--- src/logic/stream_pkg.sv ---
// Stream data path types shared by the packet checker, drop FIFO and top level

package stream_pkg;

  // Width of one data word on the stream
  parameter int DATA_W = 32;

  // One beat as seen on the external input and output ports
  typedef struct packed {
    logic [DATA_W-1:0] data;
    logic              last;
  } stream_beat_t;

  // Beat leaving the checker, with the verdict on the last beat
  typedef struct packed {
    stream_beat_t beat;
    logic         err;
  } chk_beat_t;

  // Per-packet outcome pulses, one cycle wide
  // At most one of them is set, and only when a last beat is taken
  typedef struct packed {
    logic good;
    logic bad;
  } pkt_evt_t;

endpackage : stream_pkg

--- src/logic/csr_pkg.sv ---
// APB bus structs and register map of the packet filter configuration block

package csr_pkg;

  parameter int APB_ADDR_W = 8;
  parameter int APB_DATA_W = 32;

  // Requester side of the APB port
  typedef struct packed {
    logic                  psel;
    logic                  penable;
    logic                  pwrite;
    logic [APB_ADDR_W-1:0] paddr;
    logic [APB_DATA_W-1:0] pwdata;
  } apb_req_t;

  // Completer side of the APB port
  typedef struct packed {
    logic [APB_DATA_W-1:0] prdata;
    logic                  pready;
    logic                  pslverr;
  } apb_rsp_t;

  // Register offsets
  parameter logic [APB_ADDR_W-1:0] REG_CTRL     = 8'h00;
  parameter logic [APB_ADDR_W-1:0] REG_GOOD_CNT = 8'h04;
  parameter logic [APB_ADDR_W-1:0] REG_DROP_CNT = 8'h08;

  // Control register fields
  parameter int CTRL_CHECK_EN_BIT = 0;
  // Self-clearing, reads back as zero
  parameter int CTRL_CLEAR_BIT    = 1;

endpackage : csr_pkg

--- src/logic/pkt_check.sv ---
// Running-XOR checksum checker, one register stage in front of the drop FIFO

`timescale 1ns/100ps

module pkt_check #(
  parameter int DATA_W = stream_pkg::DATA_W
) (
  input  logic                     clk,
  input  logic                     i_arst_n,
  input  logic                     i_clear,
  input  logic                     i_check_en,
  input  logic                     i_valid,
  input  stream_pkg::stream_beat_t i_beat,
  output logic                     o_ready,
  output stream_pkg::chk_beat_t    o_beat,
  output logic                     o_valid,
  input  logic                     i_ready,
  output stream_pkg::pkt_evt_t     o_evt
);

  logic [DATA_W-1:0] xor_acc;
  logic [DATA_W-1:0] xor_next;
  logic              accept;
  logic              err_now;

  // Register is free when empty or being drained this cycle
  assign o_ready = i_ready | ~o_valid;
  assign accept  = i_valid & o_ready;

  assign xor_next = xor_acc ^ i_beat.data;

  // Only meaningful on a last beat: the whole packet must XOR to zero
  assign err_now = i_check_en & (|xor_next);

  assign o_evt.good = accept & i_beat.last & ~err_now;
  assign o_evt.bad  = accept & i_beat.last & err_now;

  always_ff @(posedge clk or negedge i_arst_n) begin
    if (!i_arst_n) begin
      xor_acc <= '0;
      o_valid <= 1'b0;
    end else if (i_clear) begin
      xor_acc <= '0;
      o_valid <= 1'b0;
    end else begin
      if (accept) begin
        // Restart the sum at each packet boundary
        xor_acc <= i_beat.last ? '0 : xor_next;
      end
      if (o_ready) begin
        o_valid <= i_valid;
      end
    end
  end

  // Payload register
  always_ff @(posedge clk) begin
    if (accept) begin
      o_beat.beat <= i_beat;
      o_beat.err  <= i_beat.last & err_now;
    end
  end

endmodule : pkt_check

--- src/logic/pkt_drop_fifo.sv ---
// Store-and-forward packet FIFO that discards packets flagged bad on their last beat

`timescale 1ns/100ps

module pkt_drop_fifo #(
  parameter int DATA_W        = stream_pkg::DATA_W,
  parameter int MAX_PKT_BEATS = 16
) (
  input  logic                     clk,
  input  logic                     i_arst_n,
  input  logic                     i_clear,
  input  logic                     i_valid,
  input  stream_pkg::chk_beat_t    i_beat,
  output logic                     o_ready,
  output stream_pkg::stream_beat_t o_beat,
  output logic                     o_valid,
  input  logic                     i_ready
);

  // One slot stays free to tell full from empty, so DEPTH-1 >= MAX_PKT_BEATS
  localparam int AW    = $clog2(MAX_PKT_BEATS + 1);
  localparam int DEPTH = 1 << AW;

  // Each word holds {last, data}
  logic [DATA_W:0]   mem [DEPTH];

  logic [AW-1:0]     wr_ptr;
  logic [AW-1:0]     wr_ptr_inc;
  logic [AW-1:0]     good_end;
  logic [AW-1:0]     rd_ptr;
  logic [AW-1:0]     in_pkt_cnt;
  logic [AW-1:0]     out_pkt_cnt;
  logic              full;
  logic              wr_fire;
  logic              pkt_avail;
  logic              rd_load;
  logic [DATA_W:0]   rd_word;

  assign wr_ptr_inc = wr_ptr + 1'b1;
  assign full       = (wr_ptr_inc == rd_ptr);
  assign o_ready    = ~full;
  assign wr_fire    = i_valid & ~full;

  // A complete good packet sits in memory whenever the counts differ
  assign pkt_avail  = (in_pkt_cnt != out_pkt_cnt);
  assign rd_load    = pkt_avail & (~o_valid | i_ready);
  assign rd_word    = mem[rd_ptr];

  // Write side with rewind
  always_ff @(posedge clk or negedge i_arst_n) begin
    if (!i_arst_n) begin
      wr_ptr     <= '0;
      good_end   <= '0;
      in_pkt_cnt <= '0;
    end else if (i_clear) begin
      wr_ptr     <= '0;
      good_end   <= '0;
      in_pkt_cnt <= '0;
    end else if (wr_fire) begin
      if (!i_beat.beat.last) begin
        wr_ptr <= wr_ptr_inc;
      end else if (i_beat.err) begin
        // Throw away everything written since the last good packet
        wr_ptr <= good_end;
      end else begin
        wr_ptr     <= wr_ptr_inc;
        good_end   <= wr_ptr_inc;
        in_pkt_cnt <= in_pkt_cnt + 1'b1;
      end
    end
  end

  always_ff @(posedge clk) begin
    if (wr_fire) begin
      mem[wr_ptr] <= {i_beat.beat.last, i_beat.beat.data};
    end
  end

  // Read side, one beat per cycle into the output register
  always_ff @(posedge clk or negedge i_arst_n) begin
    if (!i_arst_n) begin
      rd_ptr      <= '0;
      out_pkt_cnt <= '0;
      o_valid     <= 1'b0;
    end else if (i_clear) begin
      rd_ptr      <= '0;
      out_pkt_cnt <= '0;
      o_valid     <= 1'b0;
    end else begin
      if (rd_load) begin
        rd_ptr  <= rd_ptr + 1'b1;
        o_valid <= 1'b1;
        if (rd_word[DATA_W]) begin
          out_pkt_cnt <= out_pkt_cnt + 1'b1;
        end
      end else if (i_ready) begin
        o_valid <= 1'b0;
      end
    end
  end

  always_ff @(posedge clk) begin
    if (rd_load) begin
      o_beat.data <= rd_word[DATA_W-1:0];
      o_beat.last <= rd_word[DATA_W];
    end
  end

endmodule : pkt_drop_fifo

--- src/logic/stream_flop2.sv ---
// Two-entry registered stream buffer for any payload type, cuts the ready path

`timescale 1ns/100ps

module stream_flop2 #(
  parameter type T_PAYLOAD = logic [31:0]
) (
  input  logic     clk,
  input  logic     i_arst_n,
  input  logic     i_clear,
  input  logic     i_valid,
  input  T_PAYLOAD i_data,
  output logic     o_ready,
  output T_PAYLOAD o_data,
  output logic     o_valid,
  input  logic     i_ready
);

  // Skid entry, filled only while the head entry is stalled
  T_PAYLOAD skid_data;
  logic     skid_valid;
  logic     head_free;

  // Ready comes from local state only
  assign o_ready   = ~skid_valid;
  assign head_free = ~o_valid | i_ready;

  always_ff @(posedge clk or negedge i_arst_n) begin
    if (!i_arst_n) begin
      o_valid    <= 1'b0;
      skid_valid <= 1'b0;
    end else if (i_clear) begin
      o_valid    <= 1'b0;
      skid_valid <= 1'b0;
    end else if (head_free) begin
      // Skid entry drains first to keep order
      o_valid    <= skid_valid | i_valid;
      skid_valid <= 1'b0;
    end else if (i_valid && !skid_valid) begin
      skid_valid <= 1'b1;
    end
  end

  always_ff @(posedge clk) begin
    if (head_free) begin
      o_data <= skid_valid ? skid_data : i_data;
    end else if (!skid_valid) begin
      skid_data <= i_data;
    end
  end

endmodule : stream_flop2

--- src/logic/pkt_stats_csr.sv ---
// APB register block with check enable, clear pulse and good/dropped packet counters

`timescale 1ns/100ps

module pkt_stats_csr (
  input  logic                 clk,
  input  logic                 i_arst_n,
  input  csr_pkg::apb_req_t    i_apb,
  output csr_pkg::apb_rsp_t    o_apb,
  input  stream_pkg::pkt_evt_t i_evt,
  output logic                 o_check_en,
  output logic                 o_clear
);

  import csr_pkg::*;

  logic                  access;
  logic                  addr_hit;
  logic                  ctrl_wr;
  logic [APB_DATA_W-1:0] good_cnt;
  logic [APB_DATA_W-1:0] drop_cnt;

  assign access   = i_apb.psel & i_apb.penable;
  assign addr_hit = (i_apb.paddr == REG_CTRL) ||
                    (i_apb.paddr == REG_GOOD_CNT) ||
                    (i_apb.paddr == REG_DROP_CNT);
  assign ctrl_wr  = access & i_apb.pwrite & (i_apb.paddr == REG_CTRL);

  // No wait states
  assign o_apb.pready  = 1'b1;
  assign o_apb.pslverr = access & ~addr_hit;

  always_comb begin
    o_apb.prdata = '0;
    case (i_apb.paddr)
      REG_CTRL:     o_apb.prdata[CTRL_CHECK_EN_BIT] = o_check_en;
      REG_GOOD_CNT: o_apb.prdata = good_cnt;
      REG_DROP_CNT: o_apb.prdata = drop_cnt;
      default:      o_apb.prdata = '0;
    endcase
  end

  always_ff @(posedge clk or negedge i_arst_n) begin
    if (!i_arst_n) begin
      o_check_en <= 1'b1;
      o_clear    <= 1'b0;
    end else begin
      // Clear lasts exactly one cycle after the write
      o_clear <= ctrl_wr & i_apb.pwdata[CTRL_CLEAR_BIT];
      if (ctrl_wr) begin
        o_check_en <= i_apb.pwdata[CTRL_CHECK_EN_BIT];
      end
    end
  end

  // Counters wrap, clear wins over a same-cycle event
  always_ff @(posedge clk or negedge i_arst_n) begin
    if (!i_arst_n) begin
      good_cnt <= '0;
      drop_cnt <= '0;
    end else if (o_clear) begin
      good_cnt <= '0;
      drop_cnt <= '0;
    end else begin
      good_cnt <= good_cnt + i_evt.good;
      drop_cnt <= drop_cnt + i_evt.bad;
    end
  end

endmodule : pkt_stats_csr

--- src/logic/pkt_filter_top.sv ---
// Packet filter top level, checker into drop FIFO into output buffer, APB configured

`timescale 1ns/100ps

module pkt_filter_top #(
  parameter int DATA_W        = stream_pkg::DATA_W,
  parameter int MAX_PKT_BEATS = 16
) (
  input  logic                     clk,
  input  logic                     i_arst_n,
  input  csr_pkg::apb_req_t        i_apb,
  output csr_pkg::apb_rsp_t        o_apb,
  input  stream_pkg::stream_beat_t i_beat,
  input  logic                     i_valid,
  output logic                     o_ready,
  output stream_pkg::stream_beat_t o_beat,
  output logic                     o_valid,
  input  logic                     i_ready
);

  import stream_pkg::*;

  chk_beat_t    chk_beat;
  logic         chk_valid;
  logic         chk_ready;
  stream_beat_t fifo_beat;
  logic         fifo_valid;
  logic         fifo_ready;
  pkt_evt_t     pkt_evt;
  logic         check_en;
  logic         clear;

  pkt_check #(
    .DATA_W (DATA_W)
  ) u_check (
    .clk        (clk),
    .i_arst_n   (i_arst_n),
    .i_clear    (clear),
    .i_check_en (check_en),
    .i_valid    (i_valid),
    .i_beat     (i_beat),
    .o_ready    (o_ready),
    .o_beat     (chk_beat),
    .o_valid    (chk_valid),
    .i_ready    (chk_ready),
    .o_evt      (pkt_evt)
  );

  pkt_drop_fifo #(
    .DATA_W        (DATA_W),
    .MAX_PKT_BEATS (MAX_PKT_BEATS)
  ) u_fifo (
    .clk      (clk),
    .i_arst_n (i_arst_n),
    .i_clear  (clear),
    .i_valid  (chk_valid),
    .i_beat   (chk_beat),
    .o_ready  (chk_ready),
    .o_beat   (fifo_beat),
    .o_valid  (fifo_valid),
    .i_ready  (fifo_ready)
  );

  stream_flop2 #(
    .T_PAYLOAD (stream_beat_t)
  ) u_out_buf (
    .clk      (clk),
    .i_arst_n (i_arst_n),
    .i_clear  (clear),
    .i_valid  (fifo_valid),
    .i_data   (fifo_beat),
    .o_ready  (fifo_ready),
    .o_data   (o_beat),
    .o_valid  (o_valid),
    .i_ready  (i_ready)
  );

  pkt_stats_csr u_csr (
    .clk        (clk),
    .i_arst_n   (i_arst_n),
    .i_apb      (i_apb),
    .o_apb      (o_apb),
    .i_evt      (pkt_evt),
    .o_check_en (check_en),
    .o_clear    (clear)
  );

endmodule : pkt_filter_top

--- config.mk ---
export PLATFORM = sky130hd
export DESIGN_NAME = pkt_filter_top
export DESIGN_NICKNAME = d
export VERILOG_FILES = /design/src/logic/stream_pkg.sv /design/src/logic/csr_pkg.sv /design/src/logic/pkt_check.sv /design/src/logic/pkt_drop_fifo.sv /design/src/logic/stream_flop2.sv /design/src/logic/pkt_stats_csr.sv /design/src/logic/pkt_filter_top.sv
export SDC_FILE = /design/constraint.sdc
export NUM_CORES = 1
export LEC_CHECK = 0
export BUFFER_PORTS_ARGS = -buffer_cell sky130_fd_sc_hd__buf_4
export CAP_MARGIN = 40
export CELL_PAD_IN_SITES_DETAIL_PLACEMENT = 0
export CELL_PAD_IN_SITES_GLOBAL_PLACEMENT = 2
export CORE_ASPECT_RATIO = 1.25
export CORE_MARGIN = 3
export CORE_UTILIZATION = 52
export CTS_CLUSTER_SIZE = 25
export DETAILED_ROUTE_END_ITERATION = 6
export GPL_TIMING_DRIVEN = 0
export PLACE_DENSITY = 0.88
export SKIP_LAST_GASP = 1
export SLEW_MARGIN = 20
export SYNTH_ARGS = -nofsm -noshare
export SYNTH_HDL_FRONTEND = slang
export SYNTH_HIERARCHICAL = 1
export SYNTH_SLANG_ARGS = --single-unit
--- constraint.sdc ---
create_clock -name clk -period 7.1 [get_ports clk]
set_input_delay 0.355 -clock clk [delete_from_list [all_inputs] [get_ports clk]]
set_output_delay 0.355 -clock clk [all_outputs]
set_load 0.01 [all_outputs]
Word-level counts from Yosys, hierarchy flattened
Memory sizes are Yosys's and may differ from the RTL's. Index checks and enable logic that the tools add are counted.

Flip-flop bits (word level): 260. Bits in writable memories: 1056. Output and inout bits: 69. Logic and storage cells: 114. Memories kept: 1.

$add $sub $neg: 6. Equality and inequality tests: 6. Multiplexer cells: 36. Bitwise logic cells: 25. Reduce and logical (&&, ||, !) cells: 17.

Memories: u_fifo.mem (words 32, bits a word 33, rd ports 1, clocked after memory_dff 0, wr ports 1, RTL line pkt_drop_fifo.sv:25) `logic [DATA_W:0] mem [DEPTH];`.

Operators by type and width (count): 32-bit two-way mux (5); 5-bit two-way mux (16); 32-bit by 1-bit adder with 32-bit output (2); 31-bit one-hot mux with 2 select lines (1); 33-bit two-way mux (1); 32-bit OR reduction (1); 32-bit XOR (1); 5-bit by 1-bit adder with 5-bit output, second input constant (4); 2-bit nonzero test (7); 1-bit bitwise AND (13); 1-bit two-way mux (12); 8-bit by 3-bit == test with 1-bit output, second input constant (1); 8-bit by 4-bit == test with 1-bit output, second input constant (1); 8-bit logical NOT (1); 1-bit NOT (7); 5-bit == test (1); 5-bit inequality test (1); 1-bit OR (4); 2-bit AND reduction (2); 3-bit by 2-bit inequality test with 1-bit output, second input constant (1); 1-bit one-hot mux with 3 select lines (1); 3-bit AND reduction (1); 3-bit nonzero test (1); 1-bit logical OR (2); 3 further kinds (3).

Logic depth before layout (Yosys ltp)
Word-level depth: 9. Depth in mapped cells: 16. Mapped depth without buffers: 13.

Modules after synthesis
Netlist, hierarchy kept.

Modules (own cells, without submodules): pkt_drop_fifo (times used 1, cells an instance 1763, area each 42644.6 um2, sequential area each 33352.0 um2); pkt_stats_csr (times used 1, cells an instance 406, area each 3744.8 um2, sequential area each 1652.8 um2); pkt_check (times used 1, cells an instance 260, area each 2895.3 um2, sequential area each 1846.8 um2); stream_flop2 (times used 1, cells an instance 111, area each 2607.5 um2, sequential area each 2031.9 um2).

Worst setup path after synthesis
No wires, ideal clock.

Path type: flip-flop to flip-flop. Start point: register u_fifo.wr_ptr[0]. End point: register u_csr.drop_cnt[28]. Library setup time: 136 ps. Data arrival time: 4238 ps. Setup slack: 2726 ps. Stages on the path, launching flop included: 17. Period minus slack after synthesis: 4374 ps. Cell sequence: dfrtp_1 inv_1 ha_1 xor2_1 nor2_1 nand4_1 nand2b_4 and2_1 nor3b_1 ha_1 nand2_1 or4_1 clkbuf_1 clkbuf_1 clkbuf_1 o31ai_1 a21oi_1.

RTL lines: start, declared (RTL line pkt_drop_fifo.sv:27) `logic [AW-1:0] wr_ptr;`; start signal, assigned (RTL line pkt_drop_fifo.sv:61) `wr_ptr <= wr_ptr_inc;`; start signal, assigned (RTL line pkt_drop_fifo.sv:64) `wr_ptr <= good_end;`; start signal, assigned (RTL line pkt_drop_fifo.sv:66) `wr_ptr <= wr_ptr_inc;`; end signal, assigned (RTL line pkt_stats_csr.sv:66) `drop_cnt <= drop_cnt + i_evt.bad;`; end, declared (RTL line pkt_stats_csr.sv:21) `logic [APB_DATA_W-1:0] drop_cnt;`.

==> flow_metrics.env <==
export IMPL_die_h_um=359.2
export IMPL_fmax_mhz=196.6
export IMPL_die_x_um=288.6
export IMPL_yosysWarnings=6
export IMPL_dieArea_mm2=0.1036
export IMPL_cts_sinks=1316
export IMPL_grt_max_degree=92
export IMPL_min_period_ns=5.087
export IMPL_worstSetupEndpointType="flip-flop"
export IMPL_fillers=6501
export IMPL_h_tree_depth=3
export IMPL_drive_gt1_share_pct=29.49
export IMPL_port_buffer_count=117
export IMPL_worst_path_most_repeated_cell="clkbuf_1"
export IMPL_power_switching_uw=6821
export IMPL_postCtsResizedCells=0
export IMPL_start_util_pct=52.86
export IMPL_synth_area_mm2=0.05189
export IMPL_antenna_found_initial=1
export IMPL_wl_per_cell_um=30.94
export IMPL_final_nets=3024
export IMPL_area_growth_pct=17.53
export IMPL_ant_nets=0
export IMPL_crit_fanout=36
export IMPL_clockBufferDepth=3
export IMPL_numCtsBuffers=119
export IMPL_globalplace_congestion=0.8223
export IMPL_setup_viol=0
export IMPL_rsz0062_at_grt="no"
export IMPL_total_power_uw=23000
export IMPL_rows=128
export IMPL_ys_ff_latch=1316
export IMPL_critPathLaunchType="flip-flop"
export IMPL_place_hpwl_um=85170
export IMPL_outcome="finished clean"
export IMPL_worst_path_max_delay_cell="or4_1"
export IMPL_grt_use_total_pct=26.45
export IMPL_drtIter0Drc=3515
export IMPL_period_share_pct=71.65
export IMPL_synth_area_top_cells="edfxtp_1, mux4_2, dfrtp_1"
export IMPL_grt_overflow_total=0
export IMPL_comb_power_share_pct=29.7
export IMPL_synth_top_area_cell="edfxtp_1"
export IMPL_cts_tree="done"
export IMPL_clkTransAtPathRegs_ns=0.06
export IMPL_skew_ns=0.03513
export IMPL_hp_class="in2reg"
export IMPL_synthArstFlopShare_pct=9.650
export IMPL_netlist_area_leader_share_pct=68.80
export IMPL_cts_setup_buffers=0
export IMPL_power_density_mw_per_mm2=377.1
export IMPL_clk_latency_ns=0.71
export IMPL_num_io_pins=149
export IMPL_synth_ff_type="edfxtp_1"
export IMPL_synth_avg_cell_area_um2=20.43
export IMPL_stdcell_count=4342
export IMPL_max_slew_worst_pin_slew_ns=0.9183
export IMPL_syn_inst=2540
export IMPL_clockRootBuffer="clkbuf_16"
export IMPL_drcViolationCount=0
export IMPL_grt_pass1_vias=28550
export IMPL_drv_slew=0
export IMPL_crit_chain="buf_6, buf_2, xnor2_1, nor2_1, nand4_1, nand2b_4, and2_4, nor3b_1, ha_1, nand2_1, or4_1, clkbuf_1, clkbuf_1, clkbuf_1, o31ai_1, a21oi_1"
export IMPL_cp_top_family="simple AND/OR/NAND/NOR gates"
export IMPL_path_buf_inv=5
export IMPL_placedCellCount=4034
export IMPL_relSlewSlack_pct=38.78
export IMPL_first_pass_iters=5
export IMPL_internal_power_uw=16180
export IMPL_max_vdd_ir_drop_mv=0.2432
export IMPL_critPathKind="reg2reg"
export IMPL_drt_wl_total_um=134300
export IMPL_pwr_share_clk_pct=27.6
export IMPL_slowest_delay_ns=0.64
export IMPL_crit_arrival_ns=5.64
export IMPL_netSwitchingFraction_pct=29.65
export IMPL_critPathRequiredTime_ns=7.65
export IMPL_drv_cap=0
export IMPL_hold_viol=0
export IMPL_vias=27540
export IMPL_synth_edf_count=1189
export IMPL_p_leak_uw=0.02024
export IMPL_core_area_mm2=0.09817
export IMPL_fin_tns_setup_ns=0
export IMPL_vias_per_cell=6.342
export IMPL_final_util_pct=62.12
export IMPL_synth_nets=2631
export IMPL_power_frac_seq_pct=42.7
export IMPL_grt_pass1_wl_um=195500
export IMPL_synth_distinct_cells=61
export IMPL_ys_seq_area_share_pct=74.93
Yosys cell counts, drive strengths merged, types with 2 or more instances:
cell / instances
a21oi: 52
o31ai: 28
buf: 69
a22oi: 2
xor2: 52
nand2b: 5
clkbuf: 64
or2: 2
ha: 11
nor3b: 3
nand3b: 5
a31oi: 5
or4: 30
nand3: 34
and3: 4
mux2i: 20
nor2: 123
nand2: 69
dfrtp: 126
mux4: 320
and2: 6
or3: 17
edfxtp: 1189
a22o: 33
nand4: 24
inv: 19
o21ai: 84
xnor2: 22
a211oi: 2
nor3: 7
nor4: 14
mux2: 69
nor2b: 9
and4: 8
stage by stage:
step / hold WS, ns / instance area (µm²) / setup WS [ns]
detailed placement: 0.2609 / 56190 / 2.096
global route: 0.06295 / 60980 / 1.746
finish: 0.08762 / 60990 / 2.013
CTS: 0.03852 / 60420 / 2.043
global placement: 0.4707 / 54400 / 0.7103
floorplan: 0.05941 / 51890 / 2.726
layout by cell type, fill, tap and decap left out, types with 18 or more instances in the layout:
| cell | n |
|---|---|
| edfxtp_1 | 1189 |
| mux2i_1 | 20 |
| o21ai_0 | 53 |
| clkbuf_1 | 92 |
| nand3_1 | 34 |
| or4_1 | 30 |
| a21oi_1 | 51 |
| a22o_1 | 33 |
| nor2_4 | 33 |
| buf_8 | 37 |
| buf_16 | 19 |
| nand4_1 | 23 |
| buf_6 | 28 |
| buf_2 | 27 |
| clkbuf_16 | 123 |
| dfrtp_1 | 126 |
| nand2_1 | 69 |
| mux4_2 | 320 |
| mux2_4 | 28 |
| o21ai_1 | 30 |
| inv_1 | 18 |
| dlygate4sd3_1 | 38 |
| o31ai_1 | 28 |
| nor2_1 | 89 |
| buf_12 | 41 |
| buf_4 | 137 |
| clkinv_1 | 26 |
| xnor2_1 | 22 |
| xor2_1 | 52 |
| mux2_2 | 41 |
power by group through the flow:
| stage | logic (µW) | clock network (µW) | registers [µW] |
|---|---|---|---|
| finish | 6840 | 6350 | 9820 |
| global route | 7150 | 6750 | 9880 |
| CTS | 6660 | 6430 | 9940 |
| detailed placement | 6550 | 0 | 10100 |
| global placement | 6050 | 0 | 10100 |
| floorplan | 4090 | 0 | 9970 |
cells by family (layout without fill, tap and decap cells):
logic type	count (synthesis)	in the layout	share of synthesized area [%]
DFF	1316	1316	74.93
muxes	409	409	15.97
and+or+nand+nor	363	363	3.542
AOI/OAI and AO/OA	214	214	2.561
buffers and inverters	152	650	1.471
xor gates and xnor gates	74	74	1.249
adders and majority gates	11	11	0.2652
other	1	5	0.007227
sequential cells by signal (all words and copies together) (netlist names), 32 cells and up:
register / count
u_fifo/mem: 1056
u_csr/drop_cnt: 32
u_out_buf/skid_data: 33
u_csr/good_cnt: 32
u_out_buf/o_data: 33
u_fifo/o_beat: 33
u_check/xor_acc: 32
u_check/o_beat: 34
layout make-up:
type | instances | area [µm²] | share of cell area, %
Inverter | 19 | 71.32 | 0.1169
Buffer | 133 | 698.2 | 1.145
Multi-Input combinational cell | 1072 | 12490 | 20.48
Timing Repair Buffer | 272 | 3361 | 5.510
Clock inverter | 70 | 635.6 | 1.042
Antenna cell | 4 | 10.01 | 0.01641
Sequential cell | 1316 | 38880 | 63.76
Tap cell | 1300 | 1627 | 2.667
Clock buffer | 156 | 3212 | 5.266
repair_timing:
action,CTS,global route
hold endpoints to repair,178,0
endpoints found under the setup margin,0,0
hold buffers,38,0
worst min-delay path: stages:
cell and delay (ns):
buf_4 0.11, nor4_1 0.07, mux2_2 0.21
layer usage:
metal	global-route usage, %	routed length, µm	part of all wire, %	vias up
li1	-	-	-	11230
met1	35.10	48470	36	14420
met2	43.38	67520	50	1595
met3	4.217	11410	8.5	286
met4	12.21	6933	5.2	0
met5	0	0	0	-
worst paths after layout:
path	endpoint	startpoint	slack, ns	cells past startpoint
max	u_csr/drop_cnt[28]	u_fifo/rd_ptr[0]	2.01	16
min	u_csr/o_check_en	i_apb[35]	0.09	3
max in group asynchronous	u_check/xor_acc[14]	i_arst_n	6.13	3
min in group asynchronous	u_fifo/wr_ptr[0]	i_arst_n	0.13	2
max reg2reg	u_csr/drop_cnt[28]	u_fifo/rd_ptr[0]	2.01	16
min reg2reg	u_check/xor_acc[6]	u_check/xor_acc[6]	0.48	1
Note: power is estimated with default switching activity, not from simulation.
